--- config.mk ---
export PLATFORM = sky130hd
export DESIGN_NAME = jitter_top
export DESIGN_NICKNAME = d
export VERILOG_FILES = /design/src/raster_pkg.sv /design/src/jitter_cfg_pkg.sv /design/src/hash_jtree.sv /design/src/jitter_cfg_regs.sv /design/src/jitter_top.sv /design/src/pipe_delay.sv /design/src/tree_hash.sv
export SDC_FILE = /design/constraint.sdc
export NUM_CORES = 1
export LEC_CHECK = 0
export BUFFER_PORTS_ARGS = -buffer_cell sky130_fd_sc_hd__buf_2
export CAP_MARGIN = 5
export CORE_AREA = 2 2 308 310
export CTS_CLUSTER_DIAMETER = 30
export CTS_CLUSTER_SIZE = 10
export DETAILED_ROUTE_END_ITERATION = 8
export DIE_AREA = 0 0 310 312
export PLACE_DENSITY = 0.59
export SYNTH_ARGS = -nofsm -noshare
export SYNTH_HDL_FRONTEND = slang
export SYNTH_SLANG_ARGS = --single-unit
--- constraint.sdc ---
create_clock -name clk -period 3.8 [get_ports clk]
set_clock_uncertainty 0.1 [all_clocks]
set_input_delay 0.19 -clock clk [delete_from_list [all_inputs] [get_ports clk]]
set_output_delay 0.19 -clock clk [all_outputs]
set_load 0.01 [all_outputs]
--- src/raster_pkg.sv ---
/*
 * Geometry types for the raster pipeline
 *   SIGFIG, RADIX        fixed-point widths
 *   coord_t, color_t     scalar coordinate and color channel
 *   vertex_t, triangle_t triangle geometry
 *   tri_color_t          flat triangle color
 *   sample_t             sample position
 *   tri_bundle_t         triangle plus color as carried down the pipe
 */
package raster_pkg;

    localparam int SIGFIG = 24;                 // Coordinate and color width
    localparam int RADIX  = 10;                 // Fraction bits of a coordinate

    typedef logic signed [SIGFIG-1:0] coord_t;  // Signed fixed point
    typedef logic        [SIGFIG-1:0] color_t;  // Unsigned channel

    typedef struct packed {
        coord_t x;                              // Screen x
        coord_t y;                              // Screen y
        coord_t z;                              // Depth
    } vertex_t;

    typedef struct packed {
        vertex_t v0;
        vertex_t v1;
        vertex_t v2;
    } triangle_t;

    typedef struct packed {
        color_t r;
        color_t g;
        color_t b;
    } tri_color_t;

    typedef struct packed {
        coord_t x;                              // Sample x, pixel + subpixel
        coord_t y;                              // Sample y
    } sample_t;

    // Per-triangle part of a pipe word, samples are appended per instance
    typedef struct packed {
        triangle_t  geom;
        tri_color_t color;
    } tri_bundle_t;

endpackage

--- src/jitter_cfg_pkg.sv ---
/*
 * Jitter configuration types
 *   HASH_WIDTH, HASH_IN_WIDTH   hash output and input widths
 *   subsample_t, hash_mask_t    mode register and hash mask
 *   SUBSAMP_* and MASK_*        one-hot modes and their masks
 */
package jitter_cfg_pkg;

    localparam int HASH_WIDTH    = raster_pkg::RADIX - 2;          // Jitter offset bits
    localparam int HASH_IN_WIDTH = (raster_pkg::SIGFIG - 4) * 2;   // Two truncated coords

    typedef logic [3:0]            subsample_t;   // One-hot samples per pixel
    typedef logic [HASH_WIDTH-1:0] hash_mask_t;   // Mask on hash output

    localparam subsample_t SUBSAMP_1X  = 4'b1000; // 1 sample per pixel
    localparam subsample_t SUBSAMP_4X  = 4'b0100;
    localparam subsample_t SUBSAMP_16X = 4'b0010;
    localparam subsample_t SUBSAMP_64X = 4'b0001;

    localparam hash_mask_t MASK_1X  = 8'hFF;      // Full subpixel range
    localparam hash_mask_t MASK_4X  = 8'h7F;
    localparam hash_mask_t MASK_16X = 8'h3F;
    localparam hash_mask_t MASK_64X = 8'h1F;      // Finest grid, smallest offset

endpackage

--- src/hash_jtree.sv ---
/*
 * Sample jitter stage
 *   Two XOR-tree hashes per sample give an X and a Y offset
 *   from the high-order position bits. The offsets are ORed into
 *   the subpixel bits, then triangle, color and jittered samples
 *   travel through a PIPE_DEPTH delay line with their valid bits.
 */
`timescale 1ns/1ps

module hash_jtree #(
    parameter int PIPE_DEPTH = 3,
    parameter int MULTI_SAMP = 2
) (
    input  logic                                 clk,
    input  logic                                 reset,
    input  jitter_cfg_pkg::hash_mask_t           hash_mask,       // Current mode mask
    input  raster_pkg::triangle_t                tri_in,
    input  raster_pkg::tri_color_t               color_in,
    input  raster_pkg::sample_t [MULTI_SAMP-1:0] sample_in,       // Sample centers
    input  logic [MULTI_SAMP-1:0]                sample_valid_in, // One bit per sample
    output raster_pkg::triangle_t                tri_out,
    output raster_pkg::tri_color_t               color_out,
    output raster_pkg::sample_t [MULTI_SAMP-1:0] sample_out,      // Jittered positions
    output logic [MULTI_SAMP-1:0]                sample_valid_out
);

    localparam int SIGFIG   = raster_pkg::SIGFIG;
    localparam int RADIX    = raster_pkg::RADIX;
    localparam int HASH_W   = jitter_cfg_pkg::HASH_WIDTH;
    localparam int HASH_IN  = jitter_cfg_pkg::HASH_IN_WIDTH;
    localparam int LOW_PAD  = RADIX - HASH_W;   // Bits below the offset, 2
    localparam int HIGH_PAD = SIGFIG - RADIX;   // Integer part, 14

    // One word through the delay line
    typedef struct packed {
        raster_pkg::tri_bundle_t              head;
        raster_pkg::sample_t [MULTI_SAMP-1:0] samples;
    } stage_word_t;

    localparam int WORD_W = $bits(stage_word_t);

    raster_pkg::sample_t [MULTI_SAMP-1:0] jit_samples;   // After jitter, before pipe
    stage_word_t                          stage_in;
    stage_word_t                          stage_out;

    for (genvar s = 0; s < MULTI_SAMP; s++) begin : g_samp
        logic [HASH_IN-1:0]         x_key;      // y high bits over x high bits
        logic [HASH_IN-1:0]         y_key;      // Swapped halves
        jitter_cfg_pkg::hash_mask_t x_jit;
        jitter_cfg_pkg::hash_mask_t y_jit;

        assign x_key = {sample_in[s].y[SIGFIG-1:4], sample_in[s].x[SIGFIG-1:4]};
        assign y_key = {sample_in[s].x[SIGFIG-1:4], sample_in[s].y[SIGFIG-1:4]};

        tree_hash #(
            .IN_WIDTH  (HASH_IN),
            .OUT_WIDTH (HASH_W)
        ) u_xjit_hash (
            .hash_in  (x_key),
            .mask     (hash_mask),
            .hash_out (x_jit)
        );

        tree_hash #(
            .IN_WIDTH  (HASH_IN),
            .OUT_WIDTH (HASH_W)
        ) u_yjit_hash (
            .hash_in  (y_key),
            .mask     (hash_mask),
            .hash_out (y_jit)
        );

        // Offset lands in bits 9:2, integer part untouched
        assign jit_samples[s].x = sample_in[s].x
                                | {{HIGH_PAD{1'b0}}, x_jit, {LOW_PAD{1'b0}}};
        assign jit_samples[s].y = sample_in[s].y
                                | {{HIGH_PAD{1'b0}}, y_jit, {LOW_PAD{1'b0}}};
    end

    assign stage_in.head.geom  = tri_in;        // Triangle passes unchanged
    assign stage_in.head.color = color_in;
    assign stage_in.samples    = jit_samples;

    pipe_delay #(
        .WIDTH       (WORD_W),
        .VALID_WIDTH (MULTI_SAMP),
        .DEPTH       (PIPE_DEPTH)
    ) u_delay (
        .clk       (clk),
        .reset     (reset),
        .data_in   (stage_in),
        .valid_in  (sample_valid_in),
        .data_out  (stage_out),
        .valid_out (sample_valid_out)
    );

    assign tri_out    = stage_out.head.geom;
    assign color_out  = stage_out.head.color;
    assign sample_out = stage_out.samples;

endmodule

--- src/jitter_cfg_regs.sv ---
/*
 * Subsample configuration registers
 *   Mode register, written only with one-hot values
 *   Sticky error flag for rejected writes
 *   Decode of the stored mode into the hash mask
 */
`timescale 1ns/1ps

module jitter_cfg_regs (
    input  logic                       clk,
    input  logic                       reset,
    input  logic                       cfg_write,     // One-cycle write strobe
    input  jitter_cfg_pkg::subsample_t cfg_subsample, // Requested mode
    output jitter_cfg_pkg::hash_mask_t hash_mask,     // Mask for the jitter hash
    output logic                       cfg_error      // Illegal write seen
);

    jitter_cfg_pkg::subsample_t mode_q;         // Current mode, always one-hot
    logic                       error_q;        // Sticky until reset
    logic                       write_legal;    // Exactly one bit set

    assign write_legal = $onehot(cfg_subsample);

    always_ff @(posedge clk) begin
        if (reset) begin
            mode_q  <= jitter_cfg_pkg::SUBSAMP_1X;  // 1 spp after reset
            error_q <= 1'b0;
        end else if (cfg_write) begin
            if (write_legal) begin
                mode_q <= cfg_subsample;            // Takes effect next cycle
            end else begin
                error_q <= 1'b1;                    // Keep old mode
            end
        end
    end

    // Coarser sampling allows a wider offset
    always_comb begin
        unique case (1'b1)
            mode_q[3]: hash_mask = jitter_cfg_pkg::MASK_1X;
            mode_q[2]: hash_mask = jitter_cfg_pkg::MASK_4X;
            mode_q[1]: hash_mask = jitter_cfg_pkg::MASK_16X;
            mode_q[0]: hash_mask = jitter_cfg_pkg::MASK_64X;
            default:   hash_mask = jitter_cfg_pkg::MASK_1X;
        endcase
    end

    assign cfg_error = error_q;

endmodule

--- src/jitter_top.sv ---
/*
 * Jitter stage top level
 *   Configuration registers feeding the hash mask
 *   Sample jitter stage with its fixed-latency pipe
 */
`timescale 1ns/1ps

module jitter_top #(
    parameter int PIPE_DEPTH = 3,               // Stage latency in cycles
    parameter int MULTI_SAMP = 2                // Samples per cycle
) (
    input  logic                                 clk,
    input  logic                                 reset,
    input  logic                                 cfg_write,
    input  jitter_cfg_pkg::subsample_t           cfg_subsample,
    output logic                                 cfg_error,
    input  raster_pkg::triangle_t                tri_in,
    input  raster_pkg::tri_color_t               color_in,
    input  raster_pkg::sample_t [MULTI_SAMP-1:0] sample_in,
    input  logic [MULTI_SAMP-1:0]                sample_valid_in,
    output raster_pkg::triangle_t                tri_out,
    output raster_pkg::tri_color_t               color_out,
    output raster_pkg::sample_t [MULTI_SAMP-1:0] sample_out,
    output logic [MULTI_SAMP-1:0]                sample_valid_out
);

    jitter_cfg_pkg::hash_mask_t hash_mask;      // Mode decode to jitter stage

    jitter_cfg_regs u_cfg (
        .clk           (clk),
        .reset         (reset),
        .cfg_write     (cfg_write),
        .cfg_subsample (cfg_subsample),
        .hash_mask     (hash_mask),
        .cfg_error     (cfg_error)
    );

    hash_jtree #(
        .PIPE_DEPTH (PIPE_DEPTH),
        .MULTI_SAMP (MULTI_SAMP)
    ) u_jtree (
        .clk              (clk),
        .reset            (reset),
        .hash_mask        (hash_mask),
        .tri_in           (tri_in),
        .color_in         (color_in),
        .sample_in        (sample_in),
        .sample_valid_in  (sample_valid_in),
        .tri_out          (tri_out),
        .color_out        (color_out),
        .sample_out       (sample_out),
        .sample_valid_out (sample_valid_out)
    );

endmodule

--- src/pipe_delay.sv ---
/*
 * Fixed-latency delay line
 *   DEPTH register stages for a data word and its valid bits.
 *   Valid stages clear on reset, data stages keep their contents.
 */
`timescale 1ns/1ps

module pipe_delay #(
    parameter int WIDTH       = 8,
    parameter int VALID_WIDTH = 1,
    parameter int DEPTH       = 1              // At least one stage
) (
    input  logic                   clk,
    input  logic                   reset,
    input  logic [WIDTH-1:0]       data_in,
    input  logic [VALID_WIDTH-1:0] valid_in,
    output logic [WIDTH-1:0]       data_out,   // data_in from DEPTH cycles ago
    output logic [VALID_WIDTH-1:0] valid_out
);

    logic [WIDTH-1:0]       data_q [DEPTH];     // Payload chain
    logic [VALID_WIDTH-1:0] valid_q [DEPTH];    // Valid chain

    always_ff @(posedge clk) begin
        data_q[0] <= data_in;
        for (int i = 1; i < DEPTH; i++) begin
            data_q[i] <= data_q[i-1];           // Shift one stage
        end
    end

    always_ff @(posedge clk) begin
        if (reset) begin
            for (int i = 0; i < DEPTH; i++) begin
                valid_q[i] <= '0;               // Flush all stages
            end
        end else begin
            valid_q[0] <= valid_in;
            for (int i = 1; i < DEPTH; i++) begin
                valid_q[i] <= valid_q[i-1];
            end
        end
    end

    assign data_out  = data_q[DEPTH-1];
    assign valid_out = valid_q[DEPTH-1];

endmodule

--- src/tree_hash.sv ---
/*
 * XOR folding hash
 *   Splits the input into OUT_WIDTH slices, last one zero padded,
 *   XORs all slices together and masks the result.
 *   Purely combinational.
 */
`timescale 1ns/1ps

module tree_hash #(
    parameter int IN_WIDTH  = jitter_cfg_pkg::HASH_IN_WIDTH,
    parameter int OUT_WIDTH = jitter_cfg_pkg::HASH_WIDTH
) (
    input  logic [IN_WIDTH-1:0]       hash_in,  // Folded coordinate bits
    input  jitter_cfg_pkg::hash_mask_t mask,    // From subsample mode
    output jitter_cfg_pkg::hash_mask_t hash_out // Masked offset
);

    localparam int NUM_SLICES = (IN_WIDTH + OUT_WIDTH - 1) / OUT_WIDTH; // Round up
    localparam int PAD_WIDTH  = NUM_SLICES * OUT_WIDTH;

    logic [PAD_WIDTH-1:0] padded;               // Input widened to whole slices
    logic [OUT_WIDTH-1:0] folded;               // XOR of all slices

    assign padded = PAD_WIDTH'(hash_in);        // Zero fill on top

    // Bit i collects input bits i, i+OUT_WIDTH, i+2*OUT_WIDTH ...
    always_comb begin
        folded = '0;
        for (int i = 0; i < NUM_SLICES; i++) begin
            folded = folded ^ padded[i*OUT_WIDTH +: OUT_WIDTH];
        end
    end

    assign hash_out = folded & mask;            // Clip to subsample grid

endmodule

==> results of run 1 <==
cells by family after synthesis:
logic type	synth area share
AO/OA/AOI/OAI	0.00367
XOR/XNOR	0.0262
adder cells (fa/ha/maj)	0.00211
buffers and inverters	0.107
flip-flops	0.852
multiplexers	0.00110
AND/OR/NAND/NOR	0.00806
cells in the mapped netlist, drive strengths merged:
cell type,count,area (sq um)
and4bb,1,12.5
buf,386,2900
nand2b,19,119
or3b,1,8.76
o21bai,7,52.6
inv,4,15.0
nor3b,1,7.51
a21oi,1,5.00
a21o,1,7.51
xnor3,16,360
dfxtp,1162,23300
ha,3,37.5
nor2,6,22.5
clkbuf,2,7.51
o41ai,4,35.0
mux2i,3,30.0
fa,1,20.0
or2,2,12.5
xnor2,31,347
nor2b,6,37.5
xor2,1,8.76
stage by stage:
| step | cells | worst slack (ns) | hold WS [ns] |
|---|---|---|---|
| after detailed placement | 3304 | 1.67 | 0.194 |
| after floorplan | 1658 | 1.91 | 0.118 |
| after global placement | 3304 | 1.74 | 0.192 |
==> metrics.yaml, run 1 <==
gp_congestion: 0.781
stop_stage: "clock tree synthesis"
syn_area_sq_um: 27300
dp_hpwl_um: 38600
initial_utilization: 0.293
status: "aborted with a tool error"
port_buffers: 779
yosys_register_bits: 1162
die_w_um: 310
synth_warnings: 0
fp.dieH_um: 312
synth_nets: 2055
ios: 780
avgSynthCellArea_sq_um: 16.5
ys_seq_area_frac: 0.852
cts_hold_buffers: 726
synth.distinct_cells: 23
syn_inst: 1658
rows: 112
error: "[ERROR RSZ-0060] Max buffer count reached."
numCtsBuffers: 189
cts.htree.levels: 4
place_area_sq_um: 29900
clock_path_buffers: 3
cts-root-buf: "clkbuf_16"
cts-resized-gates: 0
post_cts_buffers: 0
clock_sinks: 1162
==> inputs of run 2 (changes only) <==
- CORE_AREA: 2 2 308 310 -> default
- CORE_UTILIZATION: default -> 27
- CTS_CLUSTER_DIAMETER: 30 -> default
- CTS_CLUSTER_SIZE: 10 -> default
- DIE_AREA: 0 0 310 312 -> default
- PLACE_DENSITY: 0.59 -> default
- PLACE_DENSITY_LB_ADDON: default -> 0.15
==> run 2 against run 1 <==
- the flow now finishes without violations
- synthesized cell count unchanged
- synthesized area unchanged
==> metrics.yaml, run 2 <==
numCtsBuffers: 114  # -40%
slowest_delay_ns: 0.57
ant_nets: 0
vias: 13820
dp_hpwl_um: 41800  # +8.3%
cts-root-buf: "clkbuf_16"
r2r_setup_slack_ns: 1.63
drcViolationCount: 0
die_area_sq_um: 102000
core_area_sq_um: 100000
synth_top_area_share: 0.852  # unchanged
post_cts_buffers: 0  # unchanged
tns_ns: 0
maxCapViolCount: 0
synth-edff-count: 0  # unchanged
power_frac_comb: 0.052
wl_per_cell_um: 14.3
first_global_vias: 14964
drt-total-wl_um: 58300
fin_crit_ns: 3.10
clock_sinks: 1162  # unchanged
async_flop_share: 0  # unchanged
setup_violations: 0
design_area_sq_um: 39100
rsz0062_at_grt: "false"
rows: 116  # +3.6%
final_cell_mix: "dfxtp_1, buf_2, dlygate4sd3_1"
ios: 780  # unchanged
leakagePower_nw: 17.5
grt_max_degree: 16
sw_frac_of_total: 0.204
yosys_register_bits: 1162  # unchanged
power_density_nw_per_um2: 669
worstPathArrival_ns: 3.56
top_register: "u_jtree.u_delay.data_q"
worstReg2RegEnd: "u_jtree.u_delay.data_q[0][31]$_DFF_P_"
status: "finished, final reports clean"
min-delay-start: "tri_in[211]"
required_ns: 4.25
cpMostUsedCell: "dlygate4sd3_1"
hold_class: "primary input to flip-flop"
die_w_um: 320  # +3.2%
port_buffers: 779  # unchanged
place_area_sq_um: 29900  # +0.16%
fill_cells: 9553
ys_seq_area_frac: 0.852  # unchanged
critPathSlowestCell: "dlygate4sd3_1"
top_regs: "u_jtree.u_delay.data_q (1152), u_jtree.u_delay.valid_q (6), u_cfg.mode_q (3)"
power_frac_clock: 0.445
finalHoldViolCount: 0
fp.dieH_um: 320  # +2.6%
layout_commonest_cell: "dfxtp_1"
cp_max_fo: 3
grt_use_total: 0.112
tightest_slew_ns: 0.849
avgSynthCellArea_sq_um: 16.5  # unchanged
initial_utilization: 0.273  # -0.0208
min_period_over_period: 0.817
cts_tree: "yes"
irDropWorstVdd_mv: 0.400
nNetsFinal: 3076
overflow: 0
synth.distinct_cells: 23  # unchanged
grt_pass1_wl_um: 85900
path_clk_slew_ns: 0.06
fmax_ghz: 0.322
synth_nets: 2055  # unchanged
drive_above_1_share: 0.355
min_to: "u_jtree.u_delay.data_q[0][379]$_DFF_P_"
drt_iter0_drc: 359
start_kind: "primary input"
grt_antenna_before_repair: 11
synth_warnings: 0  # unchanged
syn_area_sq_um: 27300  # unchanged
synth_ff_type: "dfxtp_1"
fin_util: 0.390
firstDrtPassIters: 4
relSlewSlack: 0.433
worstSetupStartpoint: "cfg_subsample[2]"
insertion_delay_ns: 0.66
yosys-top-cells-area: "dfxtp_1, buf_4, xnor3_1"
worstHoldPathCells: 2
largest_reg_flops: 1152
gp_congestion: 0.769  # -1.5%
worstSetupPathType: "primary input to flip-flop"
power_frac_seq: 0.503
cts.htree.levels: 3  # -1
internal-power_mw: 20.8
slew_viol_final: 0
r2r_cells: 3
rr_startpoint: "u_cfg.mode_q[0]$_SDFFE_PP0P_"
syn_inst: 1658  # unchanged
clock_path_buffers: 3  # unchanged
p_sw_mw: 5.33
ys_top_cells_by_count: "dfxtp_1, buf_4, xnor2_1"
crit_path_end_kind: "flip-flop"
synth.most_common_cell: "dfxtp_1"
viasPerCell: 3.40
syn_to_final_growth_pct: 43.1
worstPathCellList: "dlygate4sd3_1, buf_2, ha_1, ha_1, fa_1, and4bb_2, mux2i_1, dlygate4sd3_1, nor2_1, dlygate4sd3_1"
synth_top_cell_by_area: "dfxtp_1"
-- run 2: stage by stage --
step,setup WS (ns),hold WS [ns],power [mW],instances
3_3_place_gp,1.71,0.192,14.3,3347
4_1_cts,0.820,0.00000777,26.6,4068
6_report,0.697,0.0673,26.1,4070
3_5_place_dp,1.67,0.194,14.3,3347
2_1_floorplan,1.91,0.118,14.0,1658
5_1_grt,0.665,0.00139,27.3,4070
-- run 2: timing repair --
item	4_1_cts	5_1_grt
gates resized for setup	0	0
hold buffers	514	0
endpoints found under the hold margin	394	0
-- run 2: logic make-up after synthesis --
kind of cell | synth area share
flip-flops | 0.852
XOR/XNOR | 0.0262
buffers and inverters | 0.107
adder cells (fa/ha/maj) | 0.00211
multiplexers | 0.00110
AO/OA/AOI/OAI | 0.00367
AND/OR/NAND/NOR | 0.00806
-- run 2: power groups by stage --
stage	combinational [mW]	sequential (mW)	clock, mW
after floorplan	0.656	13.3	0
after global placement	0.916	13.4	0
after detailed placement	0.915	13.4	0
after CTS	1.39	13.2	12.1
after global routing	1.46	13.2	12.6
final	1.36	13.1	11.6
-- run 2: critical path, delay by kind of cell --
kind | cells | cell delay, ns
simple gates | 2 | 0.41
buf+inv | 4 | 1.78
fa+ha+maj | 3 | 0.98
mux | 1 | 0.20
-- run 2: worst max-delay path by stage --
stage / endpoint / slack, ns
after floorplan: u_cfg.mode_q[0]$_SDFFE_PP0P_ / 1.91
after global placement: u_cfg.mode_q[1]$_SDFFE_PP0P_ / 1.71
after detailed placement: u_cfg.mode_q[0]$_SDFFE_PP0P_ / 1.67
after CTS: u_cfg.mode_q[2]$_SDFFE_PP0P_ / 0.82
after global routing: u_cfg.mode_q[2]$_SDFFE_PP0P_ / 0.66
final: u_cfg.mode_q[2]$_SDFFE_PP0P_ / 0.70
-- run 2: layout make-up --
| cell class | instances | area, sq um | share of cell area |
|---|---|---|---|
| Sequential cell | 1162 | 23300 | 0.595 |
| Timing Repair Buffer | 1293 | 9040 | 0.231 |
| Inverter | 4 | 15.0 | 0.000384 |
| Clock buffer | 150 | 3300 | 0.0845 |
| Clock inverter | 57 | 697 | 0.0178 |
| Tap cell | 1298 | 1620 | 0.0416 |
| Multi-Input combinational cell | 104 | 1120 | 0.0288 |
| Antenna cell | 2 | 5.00 | 0.000128 |
-- run 2: layer usage --
| layer | global-route usage | routed length (um) | up-vias |
|---|---|---|---|
| met5 | 0 | 87 | - |
| met4 | 0.0486 | 2040 | 16 |
| met3 | 0.0526 | 5620 | 134 |
| met2 | 0.208 | 30700 | 514 |
| met1 | 0.103 | 19800 | 6352 |
| li1 | - | - | 6804 |
No activity file was read; power rests on OpenSTA's default activity.
==> inputs of run 3 (changes only) <==
- clock period: 3.8 -> 2.55 ns (I/O delays scaled with it)
==> run 3 against run 2 <==
- the run now fails in clock tree synthesis
- synthesized area stayed put
- synthesized cell count did not move
==> metrics.yaml, run 3 <==
clock_path_buffers: 3  # unchanged
dp_hpwl_um: 42000  # +0.66%
synthAdderAreaFrac: 0.00211  # unchanged
cts_hold_buffers: 714  # +39%
status: "aborted with a tool error"
synth.most_common_cell: "dfxtp_1"
synth_top_family_by_area: "buffers and inverters"
synth_nets: 2055  # unchanged
stop_stage: "clock tree synthesis"
avgSynthCellArea_sq_um: 16.5  # unchanged
gp_congestion: 0.770  # +0.12%
port_buffers: 779  # unchanged
synth-edff-count: 0  # unchanged
fp.dieH_um: 320  # unchanged
die_w_um: 320  # unchanged
synth_warnings: 0  # unchanged
numCtsBuffers: 113  # -0.88%
yosys.area_share.simple: 0.00806  # unchanged
synth.distinct_cells: 23  # unchanged
post_cts_buffers: 0  # unchanged
synth_xor_area_frac: 0.0262  # unchanged
clock_sinks: 1162  # unchanged
ys_top_cells_by_count: "dfxtp_1, buf_4, xnor2_1"
yosys_register_bits: 1162  # unchanged
ys_seq_area_frac: 0.852  # unchanged
cts-root-buf: "clkbuf_16"
synth_top_area_share: 0.852  # unchanged
cts-resized-gates: 0  # unchanged
synth_ff_type: "dfxtp_1"
error: "[ERROR RSZ-0060] Max buffer count reached."
initial_utilization: 0.273  # unchanged
synth_top_cell_by_area: "dfxtp_1"
async_flop_share: 0  # unchanged
syn_area_sq_um: 27300  # unchanged
synthMuxAreaShare: 0.00110  # unchanged
synth_compound_area_frac: 0.00367  # unchanged
rows: 116  # unchanged
syn_inst: 1658  # unchanged
yosys-top-cells-area: "dfxtp_1, buf_4, xnor3_1"
cts.htree.levels: 3  # unchanged
ios: 780  # unchanged
run 3: cell families after synthesis:
kind of cell | Yosys count
buffers and inverters | 392
multiplexers | 3
XOR/XNOR | 48
AND/OR/NAND/NOR | 36
adder cells (fa/ha/maj) | 4
AO/OA/AOI/OAI | 13
flip-flops | 1162
run 3: metrics by stage:
stage / instances / area, sq um / setup slack, ns
global placement: 3348 / 29900 / 0.529
floorplan: 1658 / 27300 / 0.723
detailed placement: 3348 / 29900 / 0.491
